==> config.mk <==
export PLATFORM = sky130hd
export DESIGN_NAME = host_ctrl_top
export DESIGN_NICKNAME = d
export VERILOG_FILES = /design/src/common/host_ctrl_pkg.sv /design/src/llc_cfg/llc_cfg_axil_slave.sv /design/src/llc_cfg/llc_cfg_regfile.sv /design/src/verilog/llc_event_counters.sv /design/src/verilog/dma_evt_rx.sv /design/src/verilog/host_ctrl_top.sv
export SDC_FILE = /design/constraint.sdc
export NUM_CORES = 1
export LEC_CHECK = 0
export BUFFER_PORTS_ARGS = -buffer_cell sky130_fd_sc_hd__buf_4
export CAP_MARGIN = 20
export CORE_MARGIN = 4
export CORE_UTILIZATION = 45
export DETAILED_ROUTE_END_ITERATION = 8
export GPL_TIMING_DRIVEN = 0
export PLACE_DENSITY_LB_ADDON = 0.1
export SYNTH_ARGS = -nofsm -noshare
export SYNTH_HDL_FRONTEND = slang
export SYNTH_SLANG_ARGS = --single-unit
==> constraint.sdc <==
create_clock -name clk_i -period 3.6 [get_ports clk_i]
set_clock_uncertainty 0.05 [all_clocks]
set_input_delay 0.36 -clock clk_i [delete_from_list [all_inputs] [get_ports clk_i]]
set_output_delay 0.36 -clock clk_i [all_outputs]
set_load 0.01 [all_outputs]
==> src/common/host_ctrl_pkg.sv <==
// Host control package with bus widths, LLC register map, slave states and response codes
package host_ctrl_pkg;

  // AXI4-Lite configuration bus
  localparam int unsigned AXIL_AW = 32;
  localparam int unsigned AXIL_DW = 32;
  localparam int unsigned AXIL_SW = AXIL_DW / 8;

  // Word index from address bits 7:2
  localparam int unsigned REG_IDX_W = 6;

  // Event counters
  localparam int unsigned NUM_CNT = 5;
  localparam int unsigned CNT_W   = 32;

  localparam int unsigned CNT_RD_HIT  = 0;
  localparam int unsigned CNT_RD_MISS = 1;
  localparam int unsigned CNT_WR_HIT  = 2;
  localparam int unsigned CNT_WR_MISS = 3;
  localparam int unsigned CNT_DMA     = 4;

  // Response codes
  localparam logic [1:0] RESP_OKAY   = 2'b00;
  localparam logic [1:0] RESP_SLVERR = 2'b10;

  // Read data returned on an unmapped access
  localparam logic [AXIL_DW-1:0] ERR_RDATA = 32'hdeadf000;

  // Register map by word index
  typedef enum logic [REG_IDX_W-1:0] {
    REG_CACHE_START = 6'h00,
    REG_CACHE_END   = 6'h01,
    REG_SPM_START   = 6'h02,
    REG_RD_HIT      = 6'h04,
    REG_RD_MISS     = 6'h05,
    REG_WR_HIT      = 6'h06,
    REG_WR_MISS     = 6'h07,
    REG_DMA_EVT     = 6'h08
  } llc_reg_e;

  typedef enum logic [1:0] {
    ST_IDLE  = 2'd0,
    ST_WRESP = 2'd1,
    ST_RRESP = 2'd2
  } axil_state_e;

endpackage

==> src/llc_cfg/llc_cfg_axil_slave.sv <==
// AXI4-Lite slave for the LLC configuration port, one transaction at a time
`timescale 1ns/1ps

module llc_cfg_axil_slave (
  input  logic                                clk_i,
  input  logic                                rst_i,
  // Write address and data
  input  logic                                s_axil_awvalid_i,
  output logic                                s_axil_awready_o,
  input  logic [host_ctrl_pkg::AXIL_AW-1:0]   s_axil_awaddr_i,
  input  logic                                s_axil_wvalid_i,
  output logic                                s_axil_wready_o,
  input  logic [host_ctrl_pkg::AXIL_DW-1:0]   s_axil_wdata_i,
  input  logic [host_ctrl_pkg::AXIL_SW-1:0]   s_axil_wstrb_i,
  // Write response
  output logic                                s_axil_bvalid_o,
  input  logic                                s_axil_bready_i,
  output logic [1:0]                          s_axil_bresp_o,
  // Read address
  input  logic                                s_axil_arvalid_i,
  output logic                                s_axil_arready_o,
  input  logic [host_ctrl_pkg::AXIL_AW-1:0]   s_axil_araddr_i,
  // Read data
  output logic                                s_axil_rvalid_o,
  input  logic                                s_axil_rready_i,
  output logic [host_ctrl_pkg::AXIL_DW-1:0]   s_axil_rdata_o,
  output logic [1:0]                          s_axil_rresp_o,
  // Register file side
  output logic                                reg_we_o,
  output logic                                reg_re_o,
  output logic [host_ctrl_pkg::REG_IDX_W-1:0] reg_idx_o,
  output logic [host_ctrl_pkg::AXIL_DW-1:0]   reg_wdata_o,
  output logic [host_ctrl_pkg::AXIL_SW-1:0]   reg_wstrb_o,
  input  logic [host_ctrl_pkg::AXIL_DW-1:0]   reg_rdata_i,
  input  logic                                reg_err_i
);

  host_ctrl_pkg::axil_state_e        state_q;
  host_ctrl_pkg::axil_state_e        state_d;
  logic                              idle;
  logic                              wr_pending;
  logic                              wr_hs;
  logic                              rd_hs;
  logic [1:0]                        bresp_q;
  logic [1:0]                        rresp_q;
  logic [host_ctrl_pkg::AXIL_DW-1:0] rdata_q;

  assign idle       = (state_q == host_ctrl_pkg::ST_IDLE);
  assign wr_pending = s_axil_awvalid_i && s_axil_wvalid_i;

  // Write wins over a read offered in the same cycle
  assign wr_hs = idle && wr_pending;
  assign rd_hs = idle && !wr_pending && s_axil_arvalid_i;

  assign s_axil_awready_o = wr_hs;
  assign s_axil_wready_o  = wr_hs;
  assign s_axil_arready_o = idle && !wr_pending;

  // Single-cycle register access
  assign reg_we_o    = wr_hs;
  assign reg_re_o    = rd_hs;
  assign reg_idx_o   = wr_hs ? s_axil_awaddr_i[host_ctrl_pkg::REG_IDX_W+1:2]
                             : s_axil_araddr_i[host_ctrl_pkg::REG_IDX_W+1:2];
  assign reg_wdata_o = s_axil_wdata_i;
  assign reg_wstrb_o = s_axil_wstrb_i;

  always_comb begin
    state_d = state_q;
    case (state_q)
      host_ctrl_pkg::ST_IDLE: begin
        if (wr_hs) begin
          state_d = host_ctrl_pkg::ST_WRESP;
        end else if (rd_hs) begin
          state_d = host_ctrl_pkg::ST_RRESP;
        end
      end
      host_ctrl_pkg::ST_WRESP: begin
        if (s_axil_bready_i) begin
          state_d = host_ctrl_pkg::ST_IDLE;
        end
      end
      host_ctrl_pkg::ST_RRESP: begin
        if (s_axil_rready_i) begin
          state_d = host_ctrl_pkg::ST_IDLE;
        end
      end
      default: state_d = host_ctrl_pkg::ST_IDLE;
    endcase
  end

  always_ff @(posedge clk_i) begin
    if (rst_i) begin
      state_q <= host_ctrl_pkg::ST_IDLE;
    end else begin
      state_q <= state_d;
    end
  end

  // Responses captured at the handshake, held until accepted
  always_ff @(posedge clk_i) begin
    if (wr_hs) begin
      bresp_q <= reg_err_i ? host_ctrl_pkg::RESP_SLVERR : host_ctrl_pkg::RESP_OKAY;
    end
    if (rd_hs) begin
      rresp_q <= reg_err_i ? host_ctrl_pkg::RESP_SLVERR : host_ctrl_pkg::RESP_OKAY;
      rdata_q <= reg_err_i ? host_ctrl_pkg::ERR_RDATA : reg_rdata_i;
    end
  end

  assign s_axil_bvalid_o = (state_q == host_ctrl_pkg::ST_WRESP);
  assign s_axil_bresp_o  = bresp_q;
  assign s_axil_rvalid_o = (state_q == host_ctrl_pkg::ST_RRESP);
  assign s_axil_rresp_o  = rresp_q;
  assign s_axil_rdata_o  = rdata_q;

endmodule

==> src/llc_cfg/llc_cfg_regfile.sv <==
// LLC configuration registers with address windows, counter readback and clear strobes
`timescale 1ns/1ps

module llc_cfg_regfile (
  input  logic                                clk_i,
  input  logic                                rst_i,
  input  logic                                reg_we_i,
  input  logic                                reg_re_i,
  input  logic [host_ctrl_pkg::REG_IDX_W-1:0] reg_idx_i,
  input  logic [host_ctrl_pkg::AXIL_DW-1:0]   reg_wdata_i,
  input  logic [host_ctrl_pkg::AXIL_SW-1:0]   reg_wstrb_i,
  input  logic [host_ctrl_pkg::NUM_CNT-1:0][host_ctrl_pkg::CNT_W-1:0] cnt_i,
  output logic [host_ctrl_pkg::AXIL_DW-1:0]   reg_rdata_o,
  output logic                                reg_err_o,
  output logic [host_ctrl_pkg::NUM_CNT-1:0]   cnt_clr_o,
  output logic [host_ctrl_pkg::AXIL_DW-1:0]   llc_cache_addr_start_o,
  output logic [host_ctrl_pkg::AXIL_DW-1:0]   llc_cache_addr_end_o,
  output logic [host_ctrl_pkg::AXIL_DW-1:0]   llc_spm_addr_start_o
);

  // Window registers: 0 cache start, 1 cache end, 2 scratchpad start
  logic [2:0][host_ctrl_pkg::AXIL_DW-1:0] win_q;
  logic [2:0]                             win_we;
  logic [host_ctrl_pkg::AXIL_DW-1:0]      rdata;

  always_comb begin
    rdata     = '0;
    reg_err_o = 1'b0;
    win_we    = '0;
    cnt_clr_o = '0;
    case (host_ctrl_pkg::llc_reg_e'(reg_idx_i))
      host_ctrl_pkg::REG_CACHE_START: begin
        rdata     = win_q[0];
        win_we[0] = reg_we_i;
      end
      host_ctrl_pkg::REG_CACHE_END: begin
        rdata     = win_q[1];
        win_we[1] = reg_we_i;
      end
      host_ctrl_pkg::REG_SPM_START: begin
        rdata     = win_q[2];
        win_we[2] = reg_we_i;
      end
      // Counter registers clear on any write
      host_ctrl_pkg::REG_RD_HIT: begin
        rdata                                = cnt_i[host_ctrl_pkg::CNT_RD_HIT];
        cnt_clr_o[host_ctrl_pkg::CNT_RD_HIT] = reg_we_i;
      end
      host_ctrl_pkg::REG_RD_MISS: begin
        rdata                                 = cnt_i[host_ctrl_pkg::CNT_RD_MISS];
        cnt_clr_o[host_ctrl_pkg::CNT_RD_MISS] = reg_we_i;
      end
      host_ctrl_pkg::REG_WR_HIT: begin
        rdata                                = cnt_i[host_ctrl_pkg::CNT_WR_HIT];
        cnt_clr_o[host_ctrl_pkg::CNT_WR_HIT] = reg_we_i;
      end
      host_ctrl_pkg::REG_WR_MISS: begin
        rdata                                 = cnt_i[host_ctrl_pkg::CNT_WR_MISS];
        cnt_clr_o[host_ctrl_pkg::CNT_WR_MISS] = reg_we_i;
      end
      host_ctrl_pkg::REG_DMA_EVT: begin
        rdata                             = cnt_i[host_ctrl_pkg::CNT_DMA];
        cnt_clr_o[host_ctrl_pkg::CNT_DMA] = reg_we_i;
      end
      default: reg_err_o = reg_we_i || reg_re_i;
    endcase
  end

  assign reg_rdata_o = reg_re_i ? rdata : '0;

  // Byte-strobed window update
  always_ff @(posedge clk_i) begin
    if (rst_i) begin
      win_q <= '0;
    end else begin
      for (int w = 0; w < 3; w++) begin
        for (int b = 0; b < host_ctrl_pkg::AXIL_SW; b++) begin
          if (win_we[w] && reg_wstrb_i[b]) begin
            win_q[w][8*b +: 8] <= reg_wdata_i[8*b +: 8];
          end
        end
      end
    end
  end

  assign llc_cache_addr_start_o = win_q[0];
  assign llc_cache_addr_end_o   = win_q[1];
  assign llc_spm_addr_start_o   = win_q[2];

endmodule

==> src/verilog/llc_event_counters.sv <==
// Wrapping event counters for LLC hit and miss events and cluster DMA events
`timescale 1ns/1ps

module llc_event_counters (
  input  logic                                clk_i,
  input  logic                                rst_i,
  input  logic [host_ctrl_pkg::NUM_CNT-1:0]   evt_i,
  input  logic [host_ctrl_pkg::NUM_CNT-1:0]   cnt_clr_i,
  output logic [host_ctrl_pkg::NUM_CNT-1:0][host_ctrl_pkg::CNT_W-1:0] cnt_o
);

  logic [host_ctrl_pkg::NUM_CNT-1:0][host_ctrl_pkg::CNT_W-1:0] cnt_q;
  logic [host_ctrl_pkg::NUM_CNT-1:0][host_ctrl_pkg::CNT_W-1:0] cnt_d;

  always_comb begin
    cnt_d = cnt_q;
    for (int i = 0; i < host_ctrl_pkg::NUM_CNT; i++) begin
      // Clear beats a coincident event
      if (cnt_clr_i[i]) begin
        cnt_d[i] = '0;
      end else if (evt_i[i]) begin
        cnt_d[i] = cnt_q[i] + 1'b1;
      end
    end
  end

  always_ff @(posedge clk_i) begin
    if (rst_i) begin
      cnt_q <= '0;
    end else begin
      cnt_q <= cnt_d;
    end
  end

  assign cnt_o = cnt_q;

endmodule

==> src/verilog/dma_evt_rx.sv <==
// Receiver for the toggle-encoded cluster DMA event with acknowledge and event pulse
`timescale 1ns/1ps

module dma_evt_rx (
  input  logic clk_i,
  input  logic rst_i,
  input  logic valid_i,
  output logic ack_o,
  output logic evt_pulse_o
);

  // Stages 0 and 1 synchronize, stage 2 detects the edge
  logic [2:0] sync_q;

  always_ff @(posedge clk_i) begin
    if (rst_i) begin
      sync_q <= '0;
    end else begin
      sync_q <= {sync_q[1:0], valid_i};
    end
  end

  // Acknowledge mirrors the synchronized toggle
  assign ack_o = sync_q[1];

  assign evt_pulse_o = sync_q[1] ^ sync_q[2];

endmodule

==> src/verilog/host_ctrl_top.sv <==
// Host control top level joining the LLC config slave, register file, counters and DMA receiver
`timescale 1ns/1ps

module host_ctrl_top (
  input  logic                                clk_i,
  input  logic                                rst_i,
  // LLC configuration port
  input  logic                                s_axil_awvalid_i,
  output logic                                s_axil_awready_o,
  input  logic [host_ctrl_pkg::AXIL_AW-1:0]   s_axil_awaddr_i,
  input  logic                                s_axil_wvalid_i,
  output logic                                s_axil_wready_o,
  input  logic [host_ctrl_pkg::AXIL_DW-1:0]   s_axil_wdata_i,
  input  logic [host_ctrl_pkg::AXIL_SW-1:0]   s_axil_wstrb_i,
  output logic                                s_axil_bvalid_o,
  input  logic                                s_axil_bready_i,
  output logic [1:0]                          s_axil_bresp_o,
  input  logic                                s_axil_arvalid_i,
  output logic                                s_axil_arready_o,
  input  logic [host_ctrl_pkg::AXIL_AW-1:0]   s_axil_araddr_i,
  output logic                                s_axil_rvalid_o,
  input  logic                                s_axil_rready_i,
  output logic [host_ctrl_pkg::AXIL_DW-1:0]   s_axil_rdata_o,
  output logic [1:0]                          s_axil_rresp_o,
  // LLC events
  input  logic                                llc_read_hit_i,
  input  logic                                llc_read_miss_i,
  input  logic                                llc_write_hit_i,
  input  logic                                llc_write_miss_i,
  // Cluster DMA event
  input  logic                                dma_pe_evt_valid_i,
  output logic                                dma_pe_evt_ack_o,
  // Address windows
  output logic [host_ctrl_pkg::AXIL_DW-1:0]   llc_cache_addr_start_o,
  output logic [host_ctrl_pkg::AXIL_DW-1:0]   llc_cache_addr_end_o,
  output logic [host_ctrl_pkg::AXIL_DW-1:0]   llc_spm_addr_start_o
);

  logic                                                   reg_we;
  logic                                                   reg_re;
  logic [host_ctrl_pkg::REG_IDX_W-1:0]                    reg_idx;
  logic [host_ctrl_pkg::AXIL_DW-1:0]                      reg_wdata;
  logic [host_ctrl_pkg::AXIL_SW-1:0]                      reg_wstrb;
  logic [host_ctrl_pkg::AXIL_DW-1:0]                      reg_rdata;
  logic                                                   reg_err;
  logic [host_ctrl_pkg::NUM_CNT-1:0]                      cnt_clr;
  logic [host_ctrl_pkg::NUM_CNT-1:0][host_ctrl_pkg::CNT_W-1:0] cnt;
  logic                                                   dma_evt_pulse;

  llc_cfg_axil_slave i_axil_slave (
    .clk_i            ( clk_i            ),
    .rst_i            ( rst_i            ),
    .s_axil_awvalid_i ( s_axil_awvalid_i ),
    .s_axil_awready_o ( s_axil_awready_o ),
    .s_axil_awaddr_i  ( s_axil_awaddr_i  ),
    .s_axil_wvalid_i  ( s_axil_wvalid_i  ),
    .s_axil_wready_o  ( s_axil_wready_o  ),
    .s_axil_wdata_i   ( s_axil_wdata_i   ),
    .s_axil_wstrb_i   ( s_axil_wstrb_i   ),
    .s_axil_bvalid_o  ( s_axil_bvalid_o  ),
    .s_axil_bready_i  ( s_axil_bready_i  ),
    .s_axil_bresp_o   ( s_axil_bresp_o   ),
    .s_axil_arvalid_i ( s_axil_arvalid_i ),
    .s_axil_arready_o ( s_axil_arready_o ),
    .s_axil_araddr_i  ( s_axil_araddr_i  ),
    .s_axil_rvalid_o  ( s_axil_rvalid_o  ),
    .s_axil_rready_i  ( s_axil_rready_i  ),
    .s_axil_rdata_o   ( s_axil_rdata_o   ),
    .s_axil_rresp_o   ( s_axil_rresp_o   ),
    .reg_we_o         ( reg_we           ),
    .reg_re_o         ( reg_re           ),
    .reg_idx_o        ( reg_idx          ),
    .reg_wdata_o      ( reg_wdata        ),
    .reg_wstrb_o      ( reg_wstrb        ),
    .reg_rdata_i      ( reg_rdata        ),
    .reg_err_i        ( reg_err          )
  );

  llc_cfg_regfile i_regfile (
    .clk_i                  ( clk_i                  ),
    .rst_i                  ( rst_i                  ),
    .reg_we_i               ( reg_we                 ),
    .reg_re_i               ( reg_re                 ),
    .reg_idx_i              ( reg_idx                ),
    .reg_wdata_i            ( reg_wdata              ),
    .reg_wstrb_i            ( reg_wstrb              ),
    .cnt_i                  ( cnt                    ),
    .reg_rdata_o            ( reg_rdata              ),
    .reg_err_o              ( reg_err                ),
    .cnt_clr_o              ( cnt_clr                ),
    .llc_cache_addr_start_o ( llc_cache_addr_start_o ),
    .llc_cache_addr_end_o   ( llc_cache_addr_end_o   ),
    .llc_spm_addr_start_o   ( llc_spm_addr_start_o   )
  );

  // Event order follows the CNT_* indices, DMA on top
  llc_event_counters i_counters (
    .clk_i     ( clk_i                                                        ),
    .rst_i     ( rst_i                                                        ),
    .evt_i     ( {dma_evt_pulse, llc_write_miss_i, llc_write_hit_i,
                  llc_read_miss_i, llc_read_hit_i}                            ),
    .cnt_clr_i ( cnt_clr                                                      ),
    .cnt_o     ( cnt                                                          )
  );

  dma_evt_rx i_dma_evt_rx (
    .clk_i       ( clk_i              ),
    .rst_i       ( rst_i              ),
    .valid_i     ( dma_pe_evt_valid_i ),
    .ack_o       ( dma_pe_evt_ack_o   ),
    .evt_pulse_o ( dma_evt_pulse      )
  );

endmodule

## After elaboration in Yosys (flattened, before gate mapping)

Cells that the tools add are included.
Widths: inputs -> output; s select.

| cells by class | value |
|---|---|
| div/mod/pow operators | 0 |
| muxes and demuxes | 17 |
| reduce and logical (&&, ||, !) cells | 27 |
| $add $sub $neg | 5 |
| shifts and indexed selects | 0 |
| order comparisons | 0 |
| equal/unequal tests | 12 |
| bitwise gates (word level) | 1 |
| multiply operators | 0 |

Operators with widths:

| kind | count |
|---|---|
| $pmux 32 s8 | 1 |
| $add 32x1->32 const B | 5 |
| $eq 6x3->1 const B | 4 |
| $logic_and 1x1->1 | 16 |
| $mux 2 | 5 |
| $reduce_or 2->1 | 5 |
| $mux 1 | 9 |
| $reduce_or 8->1 | 1 |
| $eq 6x1->1 const B | 1 |
| $eq 6x2->1 const B | 1 |
| $eq 6x4->1 const B | 1 |
| $logic_not 6->1 | 1 |
| $mux 6 | 1 |
| $pmux 2 s3 | 1 |
| $ne 2x1->1 const B | 2 |
| $ne 3x2->1 const B | 1 |
| $reduce_and 3->1 | 1 |
| $eq 2x1->1 const B | 1 |
| $eq 2x2->1 const B | 1 |
| $logic_not 2->1 | 1 |
| $logic_not 1->1 | 1 |
| $logic_or 1x1->1 | 1 |
| $xor 1x1->1 | 1 |

| storage, ports and cells | value |
|---|---|
| memories kept | 0 |
| memory bits (read-only) | 0 |
| bits of input ports | 112 |
| output and inout port bits | 138 |
| logic and storage cells | 84 |
| register bits | 297 |
| bits in latches | 0 |
| RAM bits | 0 |

## Depth between registers and ports, before layout

| logic depth | value |
|---|---|
| depth after elaboration | 7 |
| mapped depth | 10 |
| depth with buffers taken out | 6 |

## Hierarchy

Synthesis repeated with hierarchy kept, for this count alone.

| second synthesis, totals | value |
|---|---|
| cells, all modules | 1575 |
| area, all modules | 14864.3 sq um |

Modules (own cells, without submodules):

| module | times used | seq. area each (sq um) | cells an instance | area an instance (sq um) |
|---|---|---|---|---|
| llc_event_counters | 1 | 3203.1 | 896 | 7588.5 |
| llc_cfg_regfile | 1 | 1921.8 | 543 | 5457.7 |
| llc_cfg_axil_slave | 1 | 1061.0 | 129 | 1730.4 |
| dma_evt_rx | 1 | 60.1 | 7 | 87.6 |

## Worst setup path before layout

Ideal clock, no wire load.

| timing | value |
|---|---|
| kind | input -> register |
| start | input port s_axil_awvalid_i |
| end | register i_axil_slave.rdata_q, in the netlist i_axil_slave.s_axil_rdata_o[0] (enable) |
| buffers on the path | 0 |
| data arrival time | 2.771 ns |
| library setup time | 0.465 ns |
| setup slack | 0.315 ns |
| required time | 3.085 ns |
| cell stages on the path | 3 |
| cell sequence | nand2_1 nand2_1 nor3_1 |

| between the ends | value |
|---|---|
| longest elaborated chain between the ends | 4 |

RTL lines:

| item | line | RTL |
|---|---|---|
| from (decl) | host_ctrl_top.sv:8 | `input logic s_axil_awvalid_i,` |
| $logic_and 1x1->1 | llc_cfg_axil_slave.sv:49 | `assign wr_pending = s_axil_awvalid_i && s_axil_wvalid_i;` |
| $logic_not 1->1 | llc_cfg_axil_slave.sv:53 | `assign rd_hs = idle && !wr_pending && s_axil_arvalid_i;` |
| $logic_and 1x1->1 (2 in a row) | llc_cfg_axil_slave.sv:53 |  |
| via i_axil_slave.reg_re_o | llc_cfg_axil_slave.sv:30 | `output logic reg_re_o,` |
| to (signal assigned) | llc_cfg_axil_slave.sv:106 | `rdata_q <= reg_err_i ? host_ctrl_pkg::ERR_RDATA : reg_rdata_i;` |
| to (decl) | llc_cfg_axil_slave.sv:46 | `logic [host_ctrl_pkg::AXIL_DW-1:0] rdata_q;` |

The timed path passes the listed nets, and every way through them passes these cells.
A chain may end at the register's enable or synchronous reset.

## Worst setup path in the final report

| timing | value |
|---|---|
| start | register i_axil_slave.state_q[0] |
| end | register i_axil_slave.rdata_q, in the netlist i_axil_slave.s_axil_rdata_o[21] (data pin) |

| between the ends | value |
|---|---|
| longest elaborated chain between the ends | 6 |
| elaborated cells on any way between the ends | 17 |
| those cells by class | 7 x eq/ne; 3 x mux; 7 x reduce/logical |

RTL lines:

| item | line | RTL |
|---|---|---|
| from (decl) | llc_cfg_axil_slave.sv:38 | `host_ctrl_pkg::axil_state_e state_q;` |
| from (signal assigned) | llc_cfg_axil_slave.sv:93 | `state_q <= host_ctrl_pkg::ST_IDLE;` |
| from (signal assigned) | llc_cfg_axil_slave.sv:95 | `state_q <= state_d;` |
| $logic_not 2->1 * | llc_cfg_axil_slave.sv:48 | `assign idle = (state_q == host_ctrl_pkg::ST_IDLE);` |
| $logic_and 1x1->1 | llc_cfg_axil_slave.sv:52 | `assign wr_hs = idle && wr_pending;` |
| $mux 6 | llc_cfg_axil_slave.sv:62 | `assign reg_idx_o = wr_hs ? s_axil_awaddr_i[host_ctrl_pkg::REG_IDX_W+1:2]` |
| $eq 6x2->1, or another cell as far along | llc_cfg_regfile.sv:31 | `case (host_ctrl_pkg::llc_reg_e'(reg_idx_i))` |
| $reduce_or 8->1 (no source line) | - |  |
| $mux 1 | llc_cfg_regfile.sv:31 |  |

Mark *: on every way between the ends. The rest lies on a longest branch, timed or not.

==> results.toml <==
[outcome]
outcome = "finished clean"

[power_and_ir_drop]
total_power_mw = 7.44
power.leakage_nw = 6.11
ir_drop_mv = 0.288
p_per_area_mw_per_mm2 = 425

[sta]
relSlewSlack = 0.236
period_minus_slack_ps = 3500
setup_violations = 0
whs_ps = 16.1
final_hold_viol_count = 0
fmax_mhz = 285
drv_slew = 0
worst_pin_slew_ps = 1140
grt_setup_unrepaired = "false"
fin_crit_sh = 0.973

[grt]
grt-busiest-layer = "met2"
grt_pass1_vias = 12600
met2_usage = 0.465
use_met3 = 0.0567
grt_pass1_wl_um = 80800
track_usage = 0.300
grt_max_degree = 15
grt_overflow = 0
use_met1 = 0.418
grt_antenna_before_repair = 1

[finish]
fillers = 2904
final_cell_mix = "dfxtp_1, nor2_1, buf_4"
multi_input_area_sq_mm = 0.00754
synthToLayoutAreaGrowth_pct = 22.3
seqCellArea_sq_mm = 0.00625
fin_nets = 1925
mostFrequentLayoutCell = "dfxtp_1"
drive_gt1_frac = 0.175

[detailed_routing]
drt-vias-per-instance = 6.04
wl_per_cell_um = 24.3
drtPass1Iterations = 6
routed_wl_um = 54200
drt_iter0_drc = 1553
via_count = 13500
drc = 0
ant_nets = 0

[worst_setup_path]
cp_slowest_stage_delay_ps = 840
startpoint_type = "flip-flop"
arrival_ps = 3640
worstSetupEndpointType = "flip-flop"
path_class = "flip-flop to flip-flop"
crit_fanout = 10
cp_slowest_cell = "a2111oi_0"
critical_path.cell_chain = "buf_2 -> nand4bb_1 -> buf_6 -> inv_6 -> mux2_2 -> clkbuf_1 -> and4_1 -> a2111oi_0 -> nand4_1"
required_ps = 3730

[placement]
port_buffers = 189
place.gp.congestion = 1.01
dpl.hpwl_um = 41900

[logic_synthesis]
yosysSeqAreaShare = 0.436
synth-edff-count = 34
async_flop_share = 0
avgSynthCellArea_sq_um = 9.16
synthCells = 1562
ys_types = 66
yosys_most_used_dff = "dfxtp_1"
synth-warning-count = 0
synth-seq-cells = 295
netlist_area_sq_mm = 0.0143

[clock_tree]
cts_hold_buf = 0
root_buffer = "clkbuf_16"
cts_tree = "done"
cts-htree-levels = 2
worstSkewPairLatency_ps = 530
clkSlewWorstSetupHoldPaths_ps = 60
clk_path_buf_depth = 3
cts.sinks = 295
numCtsBuffers = 35

[floorplan]
core_sq_mm = 0.0315
ios = 250
dieArea_sq_mm = 0.0347
start_util = 0.455
die_x_um = 186
num_rows = 65
die_h_um = 186

[run]
drv_cap = 0

[min_path]
hp-class = "input port to flip-flop"
==> registers in the layout, indices dropped and copies added, names as in the netlist <==
signal and flops:
i_regfile.llc_cache_addr_start_o 32, i_counters.cnt_o 160, i_axil_slave.state_q 2, i_regfile.llc_cache_addr_end_o 32, i_regfile.llc_spm_addr_start_o 32, i_axil_slave.s_axil_rresp_o 1, i_axil_slave.s_axil_bresp_o 1, i_axil_slave.s_axil_rdata_o 32
i_dma_evt_rx.sync_q 3
==> cell families after synthesis <==
group                    synth area share
AO/OA/AOI/OAI                      0.0969
XOR/XNOR                           0.0697
adder cells (fa/ha/maj)           0.00437
buffers and inverters              0.0379
flip-flops                          0.436
multiplexers                       0.0901
other                            0.000262
AND/OR/NAND/NOR                     0.264
==> per-layer routing <==
metal	wire, um	vias to the layer above
met1	22900	6487
met2	23900	664
li1	-	6214
met3	4940	134
met5	0	-
met4	2430	0
==> critical path: cells and delay by family (launching register included) <==
kind,cells,cell delay (ps)
buf+inv,4,770
mux,1,440
compound gates,1,840
flops,1,290
simple gates,3,780
==> Yosys cell counts, drive strengths merged, types with 2 or more instances <==
master | n | area [sq um]
a2bb2oi | 3 | 26.3
nor2b | 7 | 43.8
xor2 | 42 | 375
o221ai | 2 | 17.5
a21o | 19 | 143
a31o | 3 | 26.3
nand4 | 52 | 325
and4 | 50 | 438
or2 | 4 | 25.0
nor3 | 48 | 385
a221oi | 2 | 17.5
nor4b | 2 | 17.5
dfxtp | 261 | 5230
or4 | 9 | 67.6
a22oi | 34 | 255
edfxtp | 34 | 1020
nor4 | 29 | 181
a2111oi | 15 | 131
mux2i | 117 | 1190
xnor2 | 71 | 622
or3 | 38 | 238
o41ai | 2 | 25.0
and2 | 6 | 37.5
a31oi | 2 | 12.5
inv | 28 | 110
o22ai | 2 | 12.5
nand2 | 70 | 263
o22a | 3 | 26.3
a222oi | 15 | 150
o21ai | 43 | 215
and3 | 19 | 119
nor3b | 24 | 180
buf | 34 | 204
a21oi | 40 | 200
nand4b | 4 | 41.3
o211ai | 9 | 67.6
nor2 | 229 | 862
nand2b | 5 | 31.3
ha | 5 | 62.6
nand3 | 100 | 505
mux2 | 9 | 101
clkbuf | 61 | 229
==> report_power, final <==
group / switching [mW] / internal, mW
Clock: 1.42 / 2.08
Sequential: 0.0315 / 3.38
Combinational: 0.362 / 0.172
Total: 1.81 / 5.63
==> area by class of cell <==
class / count / share of cell area
diodes: 1 / 0.000143
plain buffers: 95 / 0.0247
clock buffers: 48 / 0.0569
clock inverters: 12 / 0.00708
inverters: 28 / 0.00629
multi-input cells: 1145 / 0.431
flip-flops and latches: 295 / 0.357
well taps: 402 / 0.0287
repair buffers: 208 / 0.0879
==> stage by stage <==
stage          instance area [sq um]   util  TNS (ps)  setup slack [ps]  cells
3_5_place_dp                   16300  0.518     -19.3             -14.2   2166
3_3_place_gp                   16200  0.516    -43360             -1260   2154
5_1_grt                        17500  0.556         0              1.06   2234
6_report                       17500  0.556         0              97.0   2234
2_1_floorplan                  14300      -         0               315   1563
4_1_cts                        17400  0.554         0              42.3   2226
==> path summary, 6_finish.rpt <==
check                                        startpoint                              end  slack, ps  depth (start not counted)
worst min register to register   i_dma_evt_rx.sync_q[0]           i_dma_evt_rx.sync_q[1]        400                          1
worst max register to register  i_axil_slave.state_q[0]  i_axil_slave.s_axil_rdata_o[21]        100                          9
worst max-delay path            i_axil_slave.state_q[0]  i_axil_slave.s_axil_rdata_o[21]        100                          9
worst min-delay path                 dma_pe_evt_valid_i           i_dma_evt_rx.sync_q[0]         20                          2
==> what timing repair did <==
| item | in CTS | in global routing |
|---|---|---|
| pin swaps | 2 | 1 |
| setup endpoints to repair | 2 | 3 |
| resized for setup | 2 | 2 |
| buffers inserted | 0 | 5 |
No activity file was read; power rests on OpenSTA's default activity.
